$ cat config.mk
export PLATFORM = sky130hd
export DESIGN_NAME = mbox_top
export DESIGN_NICKNAME = d
export VERILOG_FILES = /design/src/hdl/mbox_pkg.sv /design/src/hdl/mbox_top.sv /design/src/hdl/mbox_port_adapter.sv /design/src/hdl/mbox_access_fsm.sv /design/src/hdl/mbox_irq_timer.sv /design/src/hdl/mbox_fifo.sv
export SDC_FILE = /design/constraint.sdc
export NUM_CORES = 1
export LEC_CHECK = 0
export BUFFER_PORTS_ARGS = -buffer_cell sky130_fd_sc_hd__buf_2
export CORE_ASPECT_RATIO = 0.8
export CORE_MARGIN = 2
export CORE_UTILIZATION = 52
export CTS_CLUSTER_DIAMETER = 200
export DETAILED_ROUTE_END_ITERATION = 10
export PLACE_DENSITY = 0.73
export SLEW_MARGIN = 0
export SYNTH_ARGS = -nofsm -noshare
export SYNTH_HDL_FRONTEND = slang
export SYNTH_HIERARCHICAL = 1
export SYNTH_SLANG_ARGS = --single-unit
$ cat constraint.sdc
create_clock -name Clk_CI -period 4.7 [get_ports Clk_CI]
set_input_delay 0.235 -clock Clk_CI [delete_from_list [all_inputs] [get_ports Clk_CI]]
set_output_delay 0.235 -clock Clk_CI [all_outputs]
set_load 0.05 [all_outputs]
$ cat src/hdl/mbox_pkg.sv
package mbox_pkg;

   localparam int ADDR_W     = 32;
   localparam int ID_W       = 10;
   localparam int BUS_W      = 64;
   localparam int STRB_W     = BUS_W/8;
   localparam int REG_W      = 32;
   localparam int REG_STRB_W = REG_W/8;
   localparam int LANES      = BUS_W/REG_W;
   localparam int FIFO_DEPTH = 8;
   localparam int PTR_W      = 3;
   localparam int LVL_W      = 4;
   localparam int TMO_W      = 16;
   localparam int IDX_W      = 2;
   localparam int RESP_W     = 2;
   localparam int ST_W       = 2;

   // Register window, decoded on address bits 4:3
   localparam logic [4:0] OFS_DATA    = 5'h00;
   localparam logic [4:0] OFS_STATUS  = 5'h08;
   localparam logic [4:0] OFS_THRESH  = 5'h10;
   localparam logic [4:0] OFS_TIMEOUT = 5'h18;

   localparam logic [RESP_W-1:0] RESP_OKAY   = 2'b00;
   localparam logic [RESP_W-1:0] RESP_SLVERR = 2'b10;

   localparam logic [ST_W-1:0] ST_IDLE   = 2'd0;
   localparam logic [ST_W-1:0] ST_ACCEPT = 2'd1;
   localparam logic [ST_W-1:0] ST_RESP   = 2'd2;

   // Full bus word or its two 32-bit lanes
   typedef union packed {
      logic [BUS_W-1:0]            word;
      logic [LANES-1:0][REG_W-1:0] lane;
   } bus_word_u;

   typedef struct packed {
      logic [ID_W-1:0]   id;
      logic [ADDR_W-1:0] addr;
   } aw_chan_t;

   typedef struct packed {
      bus_word_u         data;
      logic [STRB_W-1:0] strb;
   } w_chan_t;

   typedef struct packed {
      logic [ID_W-1:0]   id;
      logic [RESP_W-1:0] resp;
   } b_chan_t;

   typedef struct packed {
      logic [ID_W-1:0]   id;
      logic [ADDR_W-1:0] addr;
   } ar_chan_t;

   typedef struct packed {
      logic [ID_W-1:0]   id;
      bus_word_u         data;
      logic [RESP_W-1:0] resp;
   } r_chan_t;

   typedef struct packed {
      logic                  write;
      logic [IDX_W-1:0]      idx;
      logic [REG_W-1:0]      wdata;
      logic [REG_STRB_W-1:0] wstrb;
   } reg_req_t;

   typedef struct packed {
      logic [REG_W-1:0]  rdata;
      logic [RESP_W-1:0] resp;
   } reg_rsp_t;

endpackage
$ cat src/hdl/mbox_top.sv
`timescale 1ns/1ps

module mbox_top
   (
    input  logic               Clk_CI,
    input  logic               Rst_RBI,

    input  mbox_pkg::aw_chan_t aw0,
    input  logic               aw0_valid,
    output logic               aw0_ready,
    input  mbox_pkg::w_chan_t  w0,
    input  logic               w0_valid,
    output logic               w0_ready,
    output mbox_pkg::b_chan_t  b0,
    output logic               b0_valid,
    input  logic               b0_ready,
    input  mbox_pkg::ar_chan_t ar0,
    input  logic               ar0_valid,
    output logic               ar0_ready,
    output mbox_pkg::r_chan_t  r0,
    output logic               r0_valid,
    input  logic               r0_ready,

    input  mbox_pkg::aw_chan_t aw1,
    input  logic               aw1_valid,
    output logic               aw1_ready,
    input  mbox_pkg::w_chan_t  w1,
    input  logic               w1_valid,
    output logic               w1_ready,
    output mbox_pkg::b_chan_t  b1,
    output logic               b1_valid,
    input  logic               b1_ready,
    input  mbox_pkg::ar_chan_t ar1,
    input  logic               ar1_valid,
    output logic               ar1_ready,
    output mbox_pkg::r_chan_t  r1,
    output logic               r1_valid,
    input  logic               r1_ready,

    output logic               irq0,
    output logic               irq1
    );

   import mbox_pkg::*;

   reg_req_t         req0, req1;
   logic             req0_valid, req1_valid, req0_ready, req1_ready;
   reg_rsp_t         rsp0, rsp1;
   logic             rsp0_valid, rsp1_valid, rsp0_ready, rsp1_ready;

   // f01 carries port 0 to port 1, f10 the reverse
   logic             push0, push1, pop0, pop1;
   logic [REG_W-1:0] push0_data, push1_data, f01_rd_data, f10_rd_data;
   logic             f01_full, f10_full, f01_empty, f10_empty;
   logic [LVL_W-1:0] f01_level, f10_level, thresh0, thresh1;
   logic [TMO_W-1:0] timeout0, timeout1;

   mbox_port_adapter i_adapter0
     (
      .Clk_CI, .Rst_RBI,
      .aw(aw0), .aw_valid(aw0_valid), .aw_ready(aw0_ready),
      .w(w0), .w_valid(w0_valid), .w_ready(w0_ready),
      .b(b0), .b_valid(b0_valid), .b_ready(b0_ready),
      .ar(ar0), .ar_valid(ar0_valid), .ar_ready(ar0_ready),
      .r(r0), .r_valid(r0_valid), .r_ready(r0_ready),
      .req(req0), .req_valid(req0_valid), .req_ready(req0_ready),
      .rsp(rsp0), .rsp_valid(rsp0_valid), .rsp_ready(rsp0_ready)
      );

   mbox_port_adapter i_adapter1
     (
      .Clk_CI, .Rst_RBI,
      .aw(aw1), .aw_valid(aw1_valid), .aw_ready(aw1_ready),
      .w(w1), .w_valid(w1_valid), .w_ready(w1_ready),
      .b(b1), .b_valid(b1_valid), .b_ready(b1_ready),
      .ar(ar1), .ar_valid(ar1_valid), .ar_ready(ar1_ready),
      .r(r1), .r_valid(r1_valid), .r_ready(r1_ready),
      .req(req1), .req_valid(req1_valid), .req_ready(req1_ready),
      .rsp(rsp1), .rsp_valid(rsp1_valid), .rsp_ready(rsp1_ready)
      );

   mbox_access_fsm i_fsm0
     (
      .Clk_CI, .Rst_RBI,
      .req(req0), .req_valid(req0_valid), .req_ready(req0_ready),
      .rsp(rsp0), .rsp_valid(rsp0_valid), .rsp_ready(rsp0_ready),
      .push(push0), .push_data(push0_data), .out_full(f01_full),
      .pop(pop0), .in_rd_data(f10_rd_data), .in_empty(f10_empty), .in_level(f10_level),
      .thresh(thresh0), .timeout(timeout0)
      );

   mbox_access_fsm i_fsm1
     (
      .Clk_CI, .Rst_RBI,
      .req(req1), .req_valid(req1_valid), .req_ready(req1_ready),
      .rsp(rsp1), .rsp_valid(rsp1_valid), .rsp_ready(rsp1_ready),
      .push(push1), .push_data(push1_data), .out_full(f10_full),
      .pop(pop1), .in_rd_data(f01_rd_data), .in_empty(f01_empty), .in_level(f01_level),
      .thresh(thresh1), .timeout(timeout1)
      );

   mbox_fifo i_fifo01
     (
      .Clk_CI, .Rst_RBI,
      .push(push0), .push_data(push0_data), .pop(pop1),
      .rd_data(f01_rd_data), .full(f01_full), .empty(f01_empty), .level(f01_level)
      );

   mbox_fifo i_fifo10
     (
      .Clk_CI, .Rst_RBI,
      .push(push1), .push_data(push1_data), .pop(pop0),
      .rd_data(f10_rd_data), .full(f10_full), .empty(f10_empty), .level(f10_level)
      );

   mbox_irq_timer i_irq0
     (
      .Clk_CI, .Rst_RBI,
      .level(f10_level), .empty(f10_empty), .pop(pop0),
      .thresh(thresh0), .timeout(timeout0), .irq(irq0)
      );

   mbox_irq_timer i_irq1
     (
      .Clk_CI, .Rst_RBI,
      .level(f01_level), .empty(f01_empty), .pop(pop1),
      .thresh(thresh1), .timeout(timeout1), .irq(irq1)
      );

endmodule

$ cat src/hdl/mbox_port_adapter.sv
`timescale 1ns/1ps

module mbox_port_adapter
   (
    input  logic               Clk_CI,
    input  logic               Rst_RBI,

    input  mbox_pkg::aw_chan_t aw,
    input  logic               aw_valid,
    output logic               aw_ready,
    input  mbox_pkg::w_chan_t  w,
    input  logic               w_valid,
    output logic               w_ready,
    output mbox_pkg::b_chan_t  b,
    output logic               b_valid,
    input  logic               b_ready,
    input  mbox_pkg::ar_chan_t ar,
    input  logic               ar_valid,
    output logic               ar_ready,
    output mbox_pkg::r_chan_t  r,
    output logic               r_valid,
    input  logic               r_ready,

    output mbox_pkg::reg_req_t req,
    output logic               req_valid,
    input  logic               req_ready,
    input  mbox_pkg::reg_rsp_t rsp,
    input  logic               rsp_valid,
    output logic               rsp_ready
    );

   import mbox_pkg::*;

   aw_chan_t        aw_q;
   logic            aw_held_q;
   logic            aw_ready_q;
   logic            wr_lane;
   logic            sel_write;
   logic            accept;
   logic            rsp_write_q;
   logic            rd_lane_q;
   logic [ID_W-1:0] rsp_id_q;

   assign aw_ready  = aw_ready_q;
   assign wr_lane   = aw_q.addr[2];

   // Write wins once address and data are both there
   assign sel_write = aw_held_q & w_valid;
   assign req_valid = sel_write | ar_valid;
   assign accept    = req_valid & req_ready;
   assign w_ready   = req_ready & sel_write;
   assign ar_ready  = req_ready & ~sel_write;

   always_comb
   begin
      req.write = sel_write;
      if (sel_write)
      begin
         req.idx   = aw_q.addr[4:3];
         req.wdata = w.data.lane[wr_lane];
         req.wstrb = w.strb[wr_lane*REG_STRB_W +: REG_STRB_W];
      end
      else
      begin
         req.idx   = ar.addr[4:3];
         req.wdata = '0;
         req.wstrb = '0;
      end
   end

   always_ff @(posedge Clk_CI, negedge Rst_RBI)
   begin
      if (Rst_RBI == 1'b0)
      begin
         aw_ready_q  <= 1'b0;
         aw_held_q   <= 1'b0;
         rsp_write_q <= 1'b0;
      end
      else
      begin
         // One-cycle ready pulse, a cycle after valid
         aw_ready_q <= aw_valid & ~aw_held_q & ~aw_ready_q;
         if (aw_valid & aw_ready_q)
            aw_held_q <= 1'b1;
         else if (accept & sel_write)
            aw_held_q <= 1'b0;
         if (accept)
            rsp_write_q <= sel_write;
      end
   end

   always_ff @(posedge Clk_CI)
   begin
      if (aw_valid & aw_ready_q)
         aw_q <= aw;
      if (accept)
      begin
         rsp_id_q  <= sel_write ? aw_q.id : ar.id;
         rd_lane_q <= ar.addr[2];
      end
   end

   assign b_valid   = rsp_valid & rsp_write_q;
   assign r_valid   = rsp_valid & ~rsp_write_q;
   assign rsp_ready = rsp_write_q ? b_ready : r_ready;

   // IDs only shown while the response is valid
   always_comb
   begin
      b.id   = b_valid ? rsp_id_q : '0;
      b.resp = rsp.resp;
      r.id   = r_valid ? rsp_id_q : '0;
      r.resp = rsp.resp;
      r.data.word = '0;
      r.data.lane[rd_lane_q] = rsp.rdata;
   end

endmodule

$ cat src/hdl/mbox_access_fsm.sv
`timescale 1ns/1ps

module mbox_access_fsm
   (
    input  logic                         Clk_CI,
    input  logic                         Rst_RBI,

    input  mbox_pkg::reg_req_t           req,
    input  logic                         req_valid,
    output logic                         req_ready,
    output mbox_pkg::reg_rsp_t           rsp,
    output logic                         rsp_valid,
    input  logic                         rsp_ready,

    output logic                         push,
    output logic [mbox_pkg::REG_W-1:0]   push_data,
    input  logic                         out_full,
    output logic                         pop,
    input  logic [mbox_pkg::REG_W-1:0]   in_rd_data,
    input  logic                         in_empty,
    input  logic [mbox_pkg::LVL_W-1:0]   in_level,

    output logic [mbox_pkg::LVL_W-1:0]   thresh,
    output logic [mbox_pkg::TMO_W-1:0]   timeout
    );

   import mbox_pkg::*;

   logic [ST_W-1:0]  state_q;
   logic [ST_W-1:0]  state_d;
   logic             acc;
   reg_rsp_t         rsp_d;
   logic [LVL_W-1:0] thresh_d;
   logic [TMO_W-1:0] timeout_d;

   assign req_ready = (state_q == ST_ACCEPT);
   assign rsp_valid = (state_q == ST_RESP);
   assign acc       = req_ready & req_valid;

   // Unstrobed bytes go into the FIFO as zero
   always_comb
   begin
      for (int i = 0; i < REG_STRB_W; i++)
         push_data[8*i +: 8] = req.wstrb[i] ? req.wdata[8*i +: 8] : 8'h00;
   end

   always_comb
   begin
      push       = 1'b0;
      pop        = 1'b0;
      thresh_d   = thresh;
      timeout_d  = timeout;
      rsp_d.rdata = '0;
      rsp_d.resp  = RESP_OKAY;
      if (acc)
      begin
         case (req.idx)
            OFS_DATA[4:3]:
               if (req.write)
               begin
                  if (out_full)
                     rsp_d.resp = RESP_SLVERR;
                  else
                     push = 1'b1;
               end
               else if (in_empty)
                  rsp_d.resp = RESP_SLVERR;
               else
               begin
                  pop         = 1'b1;
                  rsp_d.rdata = in_rd_data;
               end
            OFS_STATUS[4:3]:
               if (req.write)
                  rsp_d.resp = RESP_SLVERR;
               else
                  rsp_d.rdata = REG_W'({in_level, out_full, in_empty});
            OFS_THRESH[4:3]:
            begin
               if (req.write & req.wstrb[0])
                  thresh_d = req.wdata[LVL_W-1:0];
               rsp_d.rdata = REG_W'(thresh);
            end
            OFS_TIMEOUT[4:3]:
            begin
               if (req.write & req.wstrb[0])
                  timeout_d[7:0] = req.wdata[7:0];
               if (req.write & req.wstrb[1])
                  timeout_d[15:8] = req.wdata[15:8];
               rsp_d.rdata = REG_W'(timeout);
            end
         endcase
      end
   end

   always_comb
   begin
      state_d = state_q;
      case (state_q)
         ST_IDLE:
            if (req_valid)
               state_d = ST_ACCEPT;
         ST_ACCEPT:
            state_d = req_valid ? ST_RESP : ST_IDLE;
         ST_RESP:
            if (rsp_ready)
               state_d = ST_IDLE;
         default:
            state_d = ST_IDLE;
      endcase
   end

   always_ff @(posedge Clk_CI, negedge Rst_RBI)
   begin
      if (Rst_RBI == 1'b0)
      begin
         state_q <= ST_IDLE;
         thresh  <= '0;
         timeout <= '0;
      end
      else
      begin
         state_q <= state_d;
         thresh  <= thresh_d;
         timeout <= timeout_d;
      end
   end

   always_ff @(posedge Clk_CI)
   begin
      if (acc)
         rsp <= rsp_d;
   end

endmodule

$ cat src/hdl/mbox_irq_timer.sv
`timescale 1ns/1ps

module mbox_irq_timer
   (
    input  logic                       Clk_CI,
    input  logic                       Rst_RBI,

    input  logic [mbox_pkg::LVL_W-1:0] level,
    input  logic                       empty,
    input  logic                       pop,
    input  logic [mbox_pkg::LVL_W-1:0] thresh,
    input  logic [mbox_pkg::TMO_W-1:0] timeout,
    output logic                       irq
    );

   import mbox_pkg::*;

   logic [TMO_W-1:0] wait_q;
   logic             thr_hit;
   logic             tmo_hit;

   // A zero threshold or timeout disables that rule
   assign thr_hit = (thresh != '0) && (level >= thresh);
   assign tmo_hit = (timeout != '0) && (wait_q >= timeout);

   always_ff @(posedge Clk_CI, negedge Rst_RBI)
   begin
      if (Rst_RBI == 1'b0)
      begin
         wait_q <= '0;
         irq    <= 1'b0;
      end
      else
      begin
         // Restart on every read by the local master
         if (empty | pop)
            wait_q <= '0;
         else if (wait_q < timeout)
            wait_q <= wait_q + 1'b1;
         irq <= thr_hit | tmo_hit;
      end
   end

endmodule

$ cat src/hdl/mbox_fifo.sv
`timescale 1ns/1ps

module mbox_fifo
   (
    input  logic                       Clk_CI,
    input  logic                       Rst_RBI,

    input  logic                       push,
    input  logic [mbox_pkg::REG_W-1:0] push_data,
    input  logic                       pop,
    output logic [mbox_pkg::REG_W-1:0] rd_data,
    output logic                       full,
    output logic                       empty,
    output logic [mbox_pkg::LVL_W-1:0] level
    );

   import mbox_pkg::*;

   logic [REG_W-1:0] mem [FIFO_DEPTH];
   logic [PTR_W-1:0] wr_ptr_q;
   logic [PTR_W-1:0] rd_ptr_q;
   logic             do_push;
   logic             do_pop;

   assign full    = (level == LVL_W'(FIFO_DEPTH));
   assign empty   = (level == '0);
   assign do_push = push & ~full;
   assign do_pop  = pop & ~empty;
   assign rd_data = mem[rd_ptr_q];

   always_ff @(posedge Clk_CI, negedge Rst_RBI)
   begin
      if (Rst_RBI == 1'b0)
      begin
         wr_ptr_q <= '0;
         rd_ptr_q <= '0;
         level    <= '0;
      end
      else
      begin
         if (do_push)
            wr_ptr_q <= wr_ptr_q + 1'b1;
         if (do_pop)
            rd_ptr_q <= rd_ptr_q + 1'b1;
         if (do_push & ~do_pop)
            level <= level + 1'b1;
         else if (do_pop & ~do_push)
            level <= level - 1'b1;
      end
   end

   always_ff @(posedge Clk_CI)
   begin
      if (do_push)
         mem[wr_ptr_q] <= push_data;
   end

endmodule

==> qor.csv, run 1 <==
stage;metric;value;unit
global_route;Total Routing Usage GR;0.234;
worst_setup_path;WP buf/inv;3;
sta;RSZ-0062 raised after global routing;false;
global_route;first-pass GRT wire length;116;mm
layout;Filler cells;4513;
die;die area;65500;um^2
yosys;Synth Instances;2036;
die;Core ar.;62700;um^2
sta;pins over their slew limit;0;
yosys;yosys warns;6;
flow_run;Max Cap Viol;0;
clock_tree;post-CTS setup repair buffer count;0;
drt;DR iter-0 viols;1696;
power;Pwr Density;477;nW/um^2
drt;Routed WL per cell;22.7;um
yosys;syn_area_per_cell;16.2;um^2
yosys;post-synth cell types;63;
yosys;sequential area share after synthesis;0.649;
place;Post-DP HPWL;49.7;mm
sta;final setup fails;0;
worst_setup_path;CP arrival;4750;ps
worst_setup_path;slowest stage delay, CP;720;ps
yosys;post-synthesis net count;2414;
clock_tree;Worst-path clk slew;60;ps
min_path;Hold Startpoint;r0_ready;
sta;max_slew headroom;0.268;
die;effective utilization at floorplan;0.526;
place;Post-DP Area;35700;um^2
die;height of the die;229;um
global_route;remaining global-route overflow;0;
worst_setup_path;Top Family by Delay on Critical Path;simple AND/OR/NAND/NOR gates;
sta;setup TNS;0;ps
layout;area of the multi-input gates;10700;um^2
sta;fin crit period;4260;ps
worst_setup_path;Worst Path Max Fanout;20;
clock_tree;Sink Count;730;
worst_setup_path;Crit. End Element;register;
clock_tree;Worst-Skew Late Latency;620;ps
sta;Worst Max-Slew Pin Slew;1100;ps
yosys;Cell Area, Synth;33000;um^2
sta;Final Hold Fails;0;
place;PortBufs;391;
layout;Design Area, Final;38600;um^2
drt;DRC violations left;0;
worst_setup_path;slowest CP cell;nor4_1;
yosys;Post-synth top flop;edfxtp_1;
die;FP Rows;82;
global_route;vias in the first global route;19600;
sta;fmax;0.235;GHz
place;GP Congestion;0.850;
status;status;finished, final reports clean;
min_path;WHS Path Cells;4;
drt;First-pass DRT Iterations;6;
clock_tree;H-tree depth;3;
worst_setup_path;CP cell instances;nand2_2, inv_2, mux2_2, nor4_1, nand2_1, inv_1, ha_1, inv_1, ha_1, or4_1, o211ai_1, o211ai_1;
drt;Vias;19400;
layout;nets@finish;2862;
die;IO Pins;512;
worst_setup_path;reg-to-reg startpoint;i_adapter0/aw_held_q$_DFFE_PN0P_;
drt;DR vias/cell;5.75;
clock_tree;CTS Buffer Depth;3;
clock_tree;TritonCTS Buffers;72;
power;Leak Pwr;14.5;nW
layout;share of layout cells above drive strength 1;0.319;
clock_tree;root buffer cell;clkbuf_16;
sta;period utilization;0.906;
power;VDD IR-drop max;304;uV
layout;register area;21400;um^2
yosys;Post-synth EDFFs;626;
worst_setup_path;R2R cell count;12;
worst_setup_path;Critical Path Source Type;register;
sta;Setup Skew;20.3;ps
min_path;Hold EP;i_fsm0/state_q[1]$_DFFE_PN0P_;
drt;DRT Wirelength;76.8;mm
yosys;#FFs+latches synth;730;
min_path;Hold WC Path Type;input pin to register;
worst_setup_path;reg2reg setup slack;440;ps
worst_setup_path;CP Data Required Time;5190;ps
global_route;initial antenna violation count;1;
global_route;largest net degree at the start of global routing;65;
layout;synth-to-layout area growth;17.1;%
layout;Finished Core Util;0.617;
drt;antenna-violating nets left;0;
worst_setup_path;CP Class;register to register;
yosys;Async SR Flop Fraction;0.142;
clock_tree;CTS tree;built;
worst_setup_path;terminus of the critical flop-to-flop path;i_fifo01/level[3]$_DFFE_PN0P_;
die;Die Wd;286;um
-- kinds of logic (layout without fill, tap and decap cells) --
kind of cell / after synthesis / count (layout) / share of synthesized area
fa+ha+maj: 54 / 54 / 0.0209
simple gates: 584 / 584 / 0.101
other cells: 2 / 3 / 0.000228
compound gates: 120 / 120 / 0.0255
flops: 730 / 730 / 0.649
mux: 346 / 346 / 0.166
xor+xnor: 30 / 30 / 0.00796
buf+inv: 170 / 676 / 0.0290
-- sequential cells by signal, indices dropped and copies added (netlist names), 10 cells and up --
signal,count
i_fsm0/rsp,33
i_fsm1/rsp,33
i_fifo01/mem,256
i_fsm0/timeout,16
i_adapter1/aw_q,13
i_irq1/wait_q,16
i_irq0/wait_q,16
i_adapter0/rsp_id_q,10
i_fifo10/mem,256
i_adapter0/aw_q,13
i_adapter1/rsp_id_q,10
i_fsm1/timeout,16
-- synth_stat cells, types with 10 or more instances --
master | n | area [um^2]
mux4_1 | 18 | 473
nor4_1 | 14 | 87.6
nor2b_1 | 68 | 425
mux2_1 | 18 | 203
o21ai_0 | 20 | 100
nand2b_1 | 10 | 62.6
nand3_1 | 20 | 100
dfrtp_1 | 104 | 2600
ha_1 | 52 | 651
buf_1 | 10 | 37.5
buf_2 | 20 | 100
xor2_1 | 18 | 158
a21o_1 | 10 | 75.1
clkbuf_1 | 38 | 143
nor2_1 | 110 | 413
buf_4 | 16 | 120
mux2_2 | 78 | 878
xnor2_1 | 12 | 105
and3_1 | 38 | 238
mux2_4 | 48 | 721
edfxtp_1 | 626 | 18800
mux4_2 | 110 | 2480
a21oi_1 | 36 | 180
inv_1 | 56 | 210
and2_1 | 188 | 1180
nand4_1 | 22 | 138
nand2_1 | 52 | 195
a22o_1 | 20 | 175
buf_6 | 24 | 270
mux2i_1 | 74 | 741
or3_1 | 14 | 87.6
-- how the worst max path moves through the flow --
stage	start	endpoint	slack [ps]	cells after the start
after floorplan	i_adapter1/aw_held_q$_DFFE_PN0P_	i_fifo10/mem[1][0]$_DFFE_PP_	140	8
after global placement	i_adapter0/aw_held_q$_DFFE_PN0P_	i_fifo01/level[3]$_DFFE_PN0P_	610	12
after detailed placement	i_adapter0/aw_held_q$_DFFE_PN0P_	i_fifo01/level[3]$_DFFE_PN0P_	500	12
after CTS	i_adapter0/aw_held_q$_DFFE_PN0P_	i_fifo01/level[3]$_DFFE_PN0P_	460	12
after global routing	i_adapter0/aw_held_q$_DFFE_PN0P_	i_fifo01/level[3]$_DFFE_PN0P_	210	12
final	i_adapter0/aw_held_q$_DFFE_PN0P_	i_fifo01/level[3]$_DFFE_PN0P_	440	12
-- layout make-up --
cell class                 count  area share
sequential                   730       0.554
multi-input combinational   1136       0.278
timing repair buffer         486      0.0738
clock buffer                  90      0.0505
tap                          840      0.0272
clock inverter                42      0.0110
inverter                      58     0.00563
antenna                        1   0.0000648
-- per-layer routing --
layer	part of all wire	vias up	GRT usage
met3	0.072	97	0.0327
met4	0.022	0	0.0645
li1	-	8643	-
met1	0.42	9886	0.331
met5	0	-	0
met2	0.49	817	0.383
-- worst min-delay path: stages --
cell and delay, ps:
buf_2 70, mux2_2 140, nand2b_1 100, nand2_1 50
-- report_power, final --
part	leakage, nW	switching (mW)	internal, mW
Sequential	6.90	0.487	7.49
Clock	1.16	2.47	3.31
Combinational	6.40	2.91	1.75
Total	14.5	5.87	12.5
-- layout by cell type, fill, tap and decap left out, drive strengths merged, types with 8 or more instances in the layout --
cell / netlist / routed
nor3: 8 / 8
ha: 52 / 52
nand4: 22 / 22
nor4: 16 / 16
or3: 14 / 14
a22o: 20 / 20
and2: 188 / 188
nand2b: 10 / 10
dfrtp: 104 / 104
buf: 74 / 430
dlygate4sd3: 0 / 56
edfxtp: 626 / 626
a21oi: 36 / 36
inv: 58 / 63
mux2i: 74 / 74
mux2: 144 / 144
nand3: 20 / 20
nand2: 54 / 54
clkbuf: 38 / 90
and3: 40 / 40
xnor2: 12 / 12
a21o: 10 / 10
clkinv: 0 / 27
o21ai: 20 / 20
nor2: 110 / 110
xor2: 18 / 18
mux4: 128 / 128
nor3b: 8 / 8
nor2b: 68 / 68
-- metrics by stage --
stage / instances / total power, mW / hold WS, ps / setup slack [ps]
finish: 3383 / 18.4 / 35.5 / 443
global route: 3383 / 19.2 / 22.4 / 210
CTS: 3382 / 18.5 / 2.71 / 463
detailed placement: 3194 / 12.7 / 181 / 499
global placement: 3194 / 12.6 / 170 / 609
floorplan: 2036 / 11.6 / -60.6 / 137
-- timing repair --
item,4_1_cts,5_1_grt
hold buffers,56,0
hold endpoints to repair,85,0
gates resized for setup,0,0
(Power assumes the default switching activity.)
==> run 2: changes to the inputs <==
PLACE_DENSITY = 0.85   (was 0.73)
==> qor.csv, run 2 (synthesis results as in run 1) <==
stage;metric;value;unit
status;status;finished, final reports clean;
flow_run;Max Cap Viol;0;
global_route;remaining global-route overflow;0;
worst_setup_path;CP Data Required Time;5190;ps
worst_setup_path;Crit. End Element;register;
sta;fin crit period;4150;ps
sta;pins over their slew limit;0;
clock_tree;CTS Buffer Depth;3;
sta;PnR worst setup slack;546;ps
layout;synth-to-layout area growth;16.9;%
die;die area;65500;um^2
drt;First-pass DRT Iterations;7;
place;PortBufs;391;
die;height of the die;229;um
clock_tree;Sink Count;730;
sta;Setup Skew;28.8;ps
clock_tree;root buffer cell;clkbuf_16;
power;Flop pwr share;0.437;
sta;Worst Max-Slew Pin Slew;1190;ps
layout;largest registers;i_fifo01/mem: 256 flops, i_fifo10/mem: 256 flops;
drt;antenna-violating nets left;0;
sta;Final Hold Fails;0;
sta;fmax;0.241;GHz
place;Post-DP HPWL;50.7;mm
die;FP Rows;82;
die;IO Pins;512;
drt;Vias;19700;
clock_tree;H-tree depth;3;
layout;most common cell after layout, fill and taps aside;edfxtp_1;
power;Clk network pwr share;0.310;
power;total power;18.3;mW
min_path;Hold WC Path Type;input pin to register;
layout;Filler cells;4319;
worst_setup_path;CP Class;register to register;
sta;max_slew headroom;0.208;
layout;most frequent cells in the layout;edfxtp_1 (626), buf_2 (390), and2_1 (188), mux4_2 (110), dfrtp_1 (100);
die;Core ar.;62700;um^2
power;Pwr Density;475;nW/um^2
global_route;vias in the first global route;20200;
sta;setup TNS;0;ps
clock_tree;TritonCTS Buffers;70;
layout;share of layout cells above drive strength 1;0.317;
power;Gate power share;0.253;
power;Int Power;12.4;mW
place;GP Congestion;0.893;
drt;DRT Wirelength;80.3;mm
worst_setup_path;Critical Path Source Type;register;
clock_tree;CTS tree;built;
drt;DRC violations left;0;
layout;ant diodes;0;
clock_tree;Worst-Skew Late Latency;620;ps
die;Die Wd;286;um
die;effective utilization at floorplan;0.526;
power;VDD IR-drop max;278;uV
global_route;initial antenna violation count;1;
drt;Routed WL per cell;23.8;um
global_route;first-pass GRT wire length;121;mm
clock_tree;post-CTS setup repair buffer count;0;
global_route;largest net degree at the start of global routing;65;
drt;DR vias/cell;5.82;
power;P_sw;5.87;mW
sta;RSZ-0062 raised after global routing;false;
layout;nets@finish;2859;
global_route;Total Routing Usage GR;0.244;
worst_setup_path;Worst Path Max Fanout;20;
power;Leak Pwr;14.4;nW
sta;final setup fails;0;
worst_setup_path;CP arrival;4640;ps
power;sw frac;0.321;
place;pre-CTS setup slack;585;ps
drt;DR iter-0 viols;1958;
clock_tree;Worst-path clk slew;60;ps
sta;period utilization;0.884;
-- run 2: cell count changes in the layout (fill, tap and decap cells not counted), sizes merged --
| cell | previous run | this run |
|---|---|---|
| diode | 1 | 0 |
| inv | 63 | 60 |
| dlygate4sd3 | 56 | 55 |
| clkbuf | 90 | 86 |
| clkinvlp | 4 | 3 |
| clkinv | 27 | 32 |
-- run 2: metal layers --
metal | track usage | routed length (um) | vias up
li1 | - | - | 8642
met1 | 0.336 | 32400 | 9841
met2 | 0.398 | 39200 | 1024
met3 | 0.0430 | 6580 | 143
met4 | 0.0784 | 2200 | 0
met5 | 0 | 0 | -
-- run 2: what timing repair did --
action | in CTS | in global routing
endpoints found under the hold margin | 111 | 0
hold buffers | 55 | 0
gates resized for setup | 0 | 0
-- run 2: layout make-up --
| class | instances | area, um^2 | area share |
|---|---|---|---|
| clock inverters | 43 | 444 | 0.0115 |
| well taps | 840 | 1050 | 0.0273 |
| flip-flops and latches | 730 | 21400 | 0.555 |
| multi-input cells | 1136 | 10800 | 0.279 |
| clock buffers | 86 | 1880 | 0.0486 |
| repair buffers | 485 | 2820 | 0.0730 |
| inverters | 58 | 218 | 0.00565 |
-- run 2: final timing paths --
kind | startpoint | cells past startpoint | endpoint | slack, ps
hold reg to reg | i_adapter0/aw_ready$_DFF_PN0_ | 1 | i_adapter0/aw_ready$_DFF_PN0_ | 450
hold / removal | r1_ready | 4 | i_fsm1/state_q[1]$_DFFE_PN0P_ | 40
min in group asynchronous | Rst_RBI | 2 | i_irq1/irq$_DFF_PN0_ | 260
setup reg to reg | i_adapter0/aw_held_q$_DFFE_PN0P_ | 12 | i_fifo01/level[3]$_DFFE_PN0P_ | 550
max in group asynchronous | Rst_RBI | 3 | i_fsm0/thresh[2]$_DFFE_PN0P_ | 3230
setup / recovery | i_adapter0/aw_held_q$_DFFE_PN0P_ | 12 | i_fifo01/level[3]$_DFFE_PN0P_ | 550
-- run 2: power groups by stage --
| stage | registers (mW) | clock network, mW | logic (mW) |
|---|---|---|---|
| after floorplan | 7.83 | 0 | 3.77 |
| after global placement | 8.11 | 0 | 4.42 |
| after detailed placement | 8.14 | 0 | 4.54 |
| after CTS | 8.01 | 5.75 | 4.62 |
| after global routing | 8.08 | 5.99 | 4.91 |
| final | 8.01 | 5.67 | 4.63 |
-- run 2: critical path, stage by stage, from the launching register on --
cell and delay [ps]:
dfrtp_1 390, nand2_2 80, inv_2 410, mux2_2 550, nor4_1 700, nand2_1 230
inv_1 150, ha_1 270, inv_1 130, ha_1 360, or4_1 540, o211ai_1 110
o211ai_1 110
-- run 2: stage by stage --
stage               area [um^2]  hold WS [ps]  std cells  utilization
floorplan                 33000         -60.6       2036            -
global placement          35700           351       3194        0.569
detailed placement        35700           376       3194        0.569
CTS                       38600          13.4       3378        0.615
global route              38600          45.2       3378        0.615
finish                    38600          40.9       3378        0.615
==> run 3: changes to the inputs <==
ABC_AREA = 1   (was not set)
==> qor.csv, run 3 <==
stage;metric;value;unit
status;status;finished, final reports clean;
die;IO Pins;512;
global_route;remaining global-route overflow;0;
global_route;largest net degree at the start of global routing;117;
worst_setup_path;CP Class;register to register;
yosys;top cells by count, synth;nand2_1 (1348), edfxtp_1 (626), nor2_1 (440);
sta;RSZ-0062 raised after global routing;false;
yosys;Post-synth EDFFs;626;
clock_tree;H-tree depth;3;
clock_tree;CTS Buffer Depth;3;
min_path;Hold Startpoint;w1[22];
worst_setup_path;CP arrival;4090;ps
place;Post-DP HPWL;56.0;mm
min_path;Hold WC Path Type;input pin to register;
drt;DR vias/cell;5.39;
sta;max_slew headroom;0.198;
yosys;post-synthesis net count;4167;
yosys;sequential area share after synthesis;0.610;
yosys;#FFs+latches synth;730;
global_route;initial antenna violation count;6;
worst_setup_path;Critical Path Source Type;register;
power;Clk network pwr share;0.267;
sta;period utilization;0.758;
place;post-placement cell count;4914;
layout;largest registers;i_fifo01/mem: 256 flops, i_fifo10/mem: 256 flops;
sta;fin crit period;3560;ps
die;Die Wd;294;um
layout;register area;21400;um^2
yosys;top-count cell post-synth;nand2_1;
sta;final setup fails;0;
yosys;Yosys top cell by area;edfxtp_1;
yosys;Synth Instances;3789;
clock_tree;Sink Count;730;
worst_setup_path;reg2reg setup slack;1140;ps
worst_setup_path;CP Data Required Time;5230;ps
drt;First-pass DRT Iterations;6;
worst_setup_path;most used cell, CP;nand2_1;
drt;antenna-violating nets left;0;
layout;share of layout cells above drive strength 1;0.159;
global_route;first-pass GRT wire length;138;mm
power;Leak Pwr;18.4;nW
clock_tree;root buffer cell;clkbuf_16;
drt;DRC violations left;0;
drt;DRT Wirelength;90.0;mm
yosys;yosys warns;6;
yosys;post-synth cell types;40;
die;FP Rows;85;
min_path;WHS Path Cells;5;
yosys;syn_area_per_cell;9.26;um^2
worst_setup_path;reg-to-reg startpoint;i_adapter1/aw_held_q$_DFFE_PN0P_;
clock_tree;Worst-path clk slew;60;ps
layout;synth-to-layout area growth;14.8;%
sta;Worst Max-Slew Pin Slew;1200;ps
drt;DR iter-0 viols;2758;
layout;area of the multi-input gates;11000;um^2
layout;Filler cells;5065;
drt;Vias;27500;
clock_tree;CTS tree;built;
min_path;Hold EP;i_fsm1/timeout[14]$_DFFE_PN0P_;
die;height of the die;236;um
power;Gate power share;0.360;
worst_setup_path;CP cell instances;nand2_2, inv_2, nand2_1, nand2_1, nor2_2, nand2_2, nor2_1, nand2_1, ha_1, inv_1, ha_1, a21oi_1, nand3_1, nand3_1, nand2_1;
worst_setup_path;Crit. End Element;register;
yosys;Async SR Flop Fraction;0.142;
die;effective utilization at floorplan;0.524;
place;PortBufs;391;
power;Pwr Density;529;nW/um^2
sta;pins over their slew limit;0;
clock_tree;Worst-Skew Late Latency;650;ps
yosys;top-area cell type share of the netlist area;0.536;
yosys;Synth area leaders;edfxtp_1 (54%), nand2_1 (14%), dfrtp_1 (7.4%);
layout;most common cell after layout, fill and taps aside;nand2_1;
worst_setup_path;R2R cell count;15;
power;Int Power;12.7;mW
die;Core ar.;67000;um^2
sta;Final Hold Fails;0;
worst_setup_path;Worst Path Max Fanout;19;
flow_run;Max Cap Viol;0;
layout;fin cells;5104;
worst_setup_path;slowest CP cell;dfrtp_1;
global_route;Total Routing Usage GR;0.255;
worst_setup_path;terminus of the critical flop-to-flop path;i_fifo01/level[3]$_DFFE_PN0P_;
yosys;Post-synth top flop;edfxtp_1;
place;GP Congestion;0.867;
die;die area;69600;um^2
sta;setup TNS;0;ps
worst_setup_path;slowest stage delay, CP;410;ps
global_route;vias in the first global route;26000;
sta;fmax;0.281;GHz
sta;Setup Skew;28.2;ps
power;P_sw;8.62;mW
layout;nets@finish;4552;
power;sw frac;0.405;
power;VDD IR-drop max;443;uV
yosys;Cell Area, Synth;35100;um^2
power;Flop pwr share;0.374;
clock_tree;TritonCTS Buffers;73;
layout;most frequent cells in the layout;nand2_1 (1348), edfxtp_1 (626), nor2_1 (422), inv_1 (397), buf_2 (390);
drt;Routed WL per cell;17.6;um
==> run 3: timing repair <==
item,CTS,global route
gates resized for setup,0,0
hold endpoints to repair,120,0
setup buffers,0,0
hold buffers,55,0
==> run 3: layout make-up <==
type                            instances  share of cell area
Antenna cell                            3            0.000186
Clock buffer                           89              0.0479
Clock inverter                         43              0.0103
Inverter                              416              0.0391
Multi-Input combinational cell       2462               0.273
Sequential cell                       730               0.532
Tap cell                              870              0.0270
Timing Repair Buffer                  491              0.0707
==> run 3: power groups by stage <==
stage / registers [mW] / logic (mW) / clock network [mW]
floorplan: 7.93 / 5.85 / 0
global placement: 8.06 / 7.25 / 0
detailed placement: 8.08 / 7.46 / 0
CTS: 7.95 / 7.58 / 5.74
global route: 8.01 / 8.41 / 6.01
finish: 7.96 / 7.67 / 5.68
==> run 3: how the worst max path moves through the flow <==
stage | from | end | slack [ps] | cells after the start
2_1_floorplan | i_adapter0/aw_held_q$_DFFE_PN0P_ | i_fifo01/mem[0][0]$_DFFE_PP_ | 1300 | 11
3_3_place_gp | i_adapter1/aw_held_q$_DFFE_PN0P_ | i_fifo01/level[3]$_DFFE_PN0P_ | 1440 | 15
3_5_place_dp | i_adapter1/aw_held_q$_DFFE_PN0P_ | i_fifo01/level[3]$_DFFE_PN0P_ | 1310 | 15
4_1_cts | i_adapter1/aw_held_q$_DFFE_PN0P_ | i_fifo01/level[3]$_DFFE_PN0P_ | 1290 | 15
5_1_grt | i_adapter1/aw_held_q$_DFFE_PN0P_ | i_fifo01/level[3]$_DFFE_PN0P_ | 820 | 15
6_report | i_adapter1/aw_held_q$_DFFE_PN0P_ | i_fifo01/level[3]$_DFFE_PN0P_ | 1140 | 15
==> run 3: worst max-delay path: cells and delay by family, from the launching register on <==
family / cells / cell delay (ps)
buffers and inverters: 2 / 440
and+or+nand+nor: 10 / 1860
DFF: 1 / 410
adders and majority gates: 2 / 540
AOI/OAI and AO/OA: 1 / 180
==> run 3: logic make-up after synthesis <==
kind of cell,share of synthesized area
flops,0.610
simple gates,0.228
other cells,0.000214
buf+inv,0.0776
compound gates,0.0584
xor+xnor,0.00599
fa+ha+maj,0.0197
==> run 3: metal layers <==
metal,global-route usage,part of all wire,vias to the layer above
met4,0.106,0.037,2
met5,0,0.00011,-
li1,-,-,12900
met2,0.417,0.47,1536
met1,0.332,0.39,12900
met3,0.0521,0.10,227
==> run 3: stage by stage <==
stage	hold slack (ps)	instance area, um^2	power (mW)	setup WS (ps)	utilization
2_1_floorplan	-60.6	35100	13.8	1300	-
3_3_place_gp	392	37400	15.3	1440	0.558
3_5_place_dp	398	37400	15.5	1310	0.558
4_1_cts	2.40	40300	21.3	1290	0.601
5_1_grt	7.70	40300	22.4	820	0.601
6_report	26.1	40300	21.3	1140	0.601
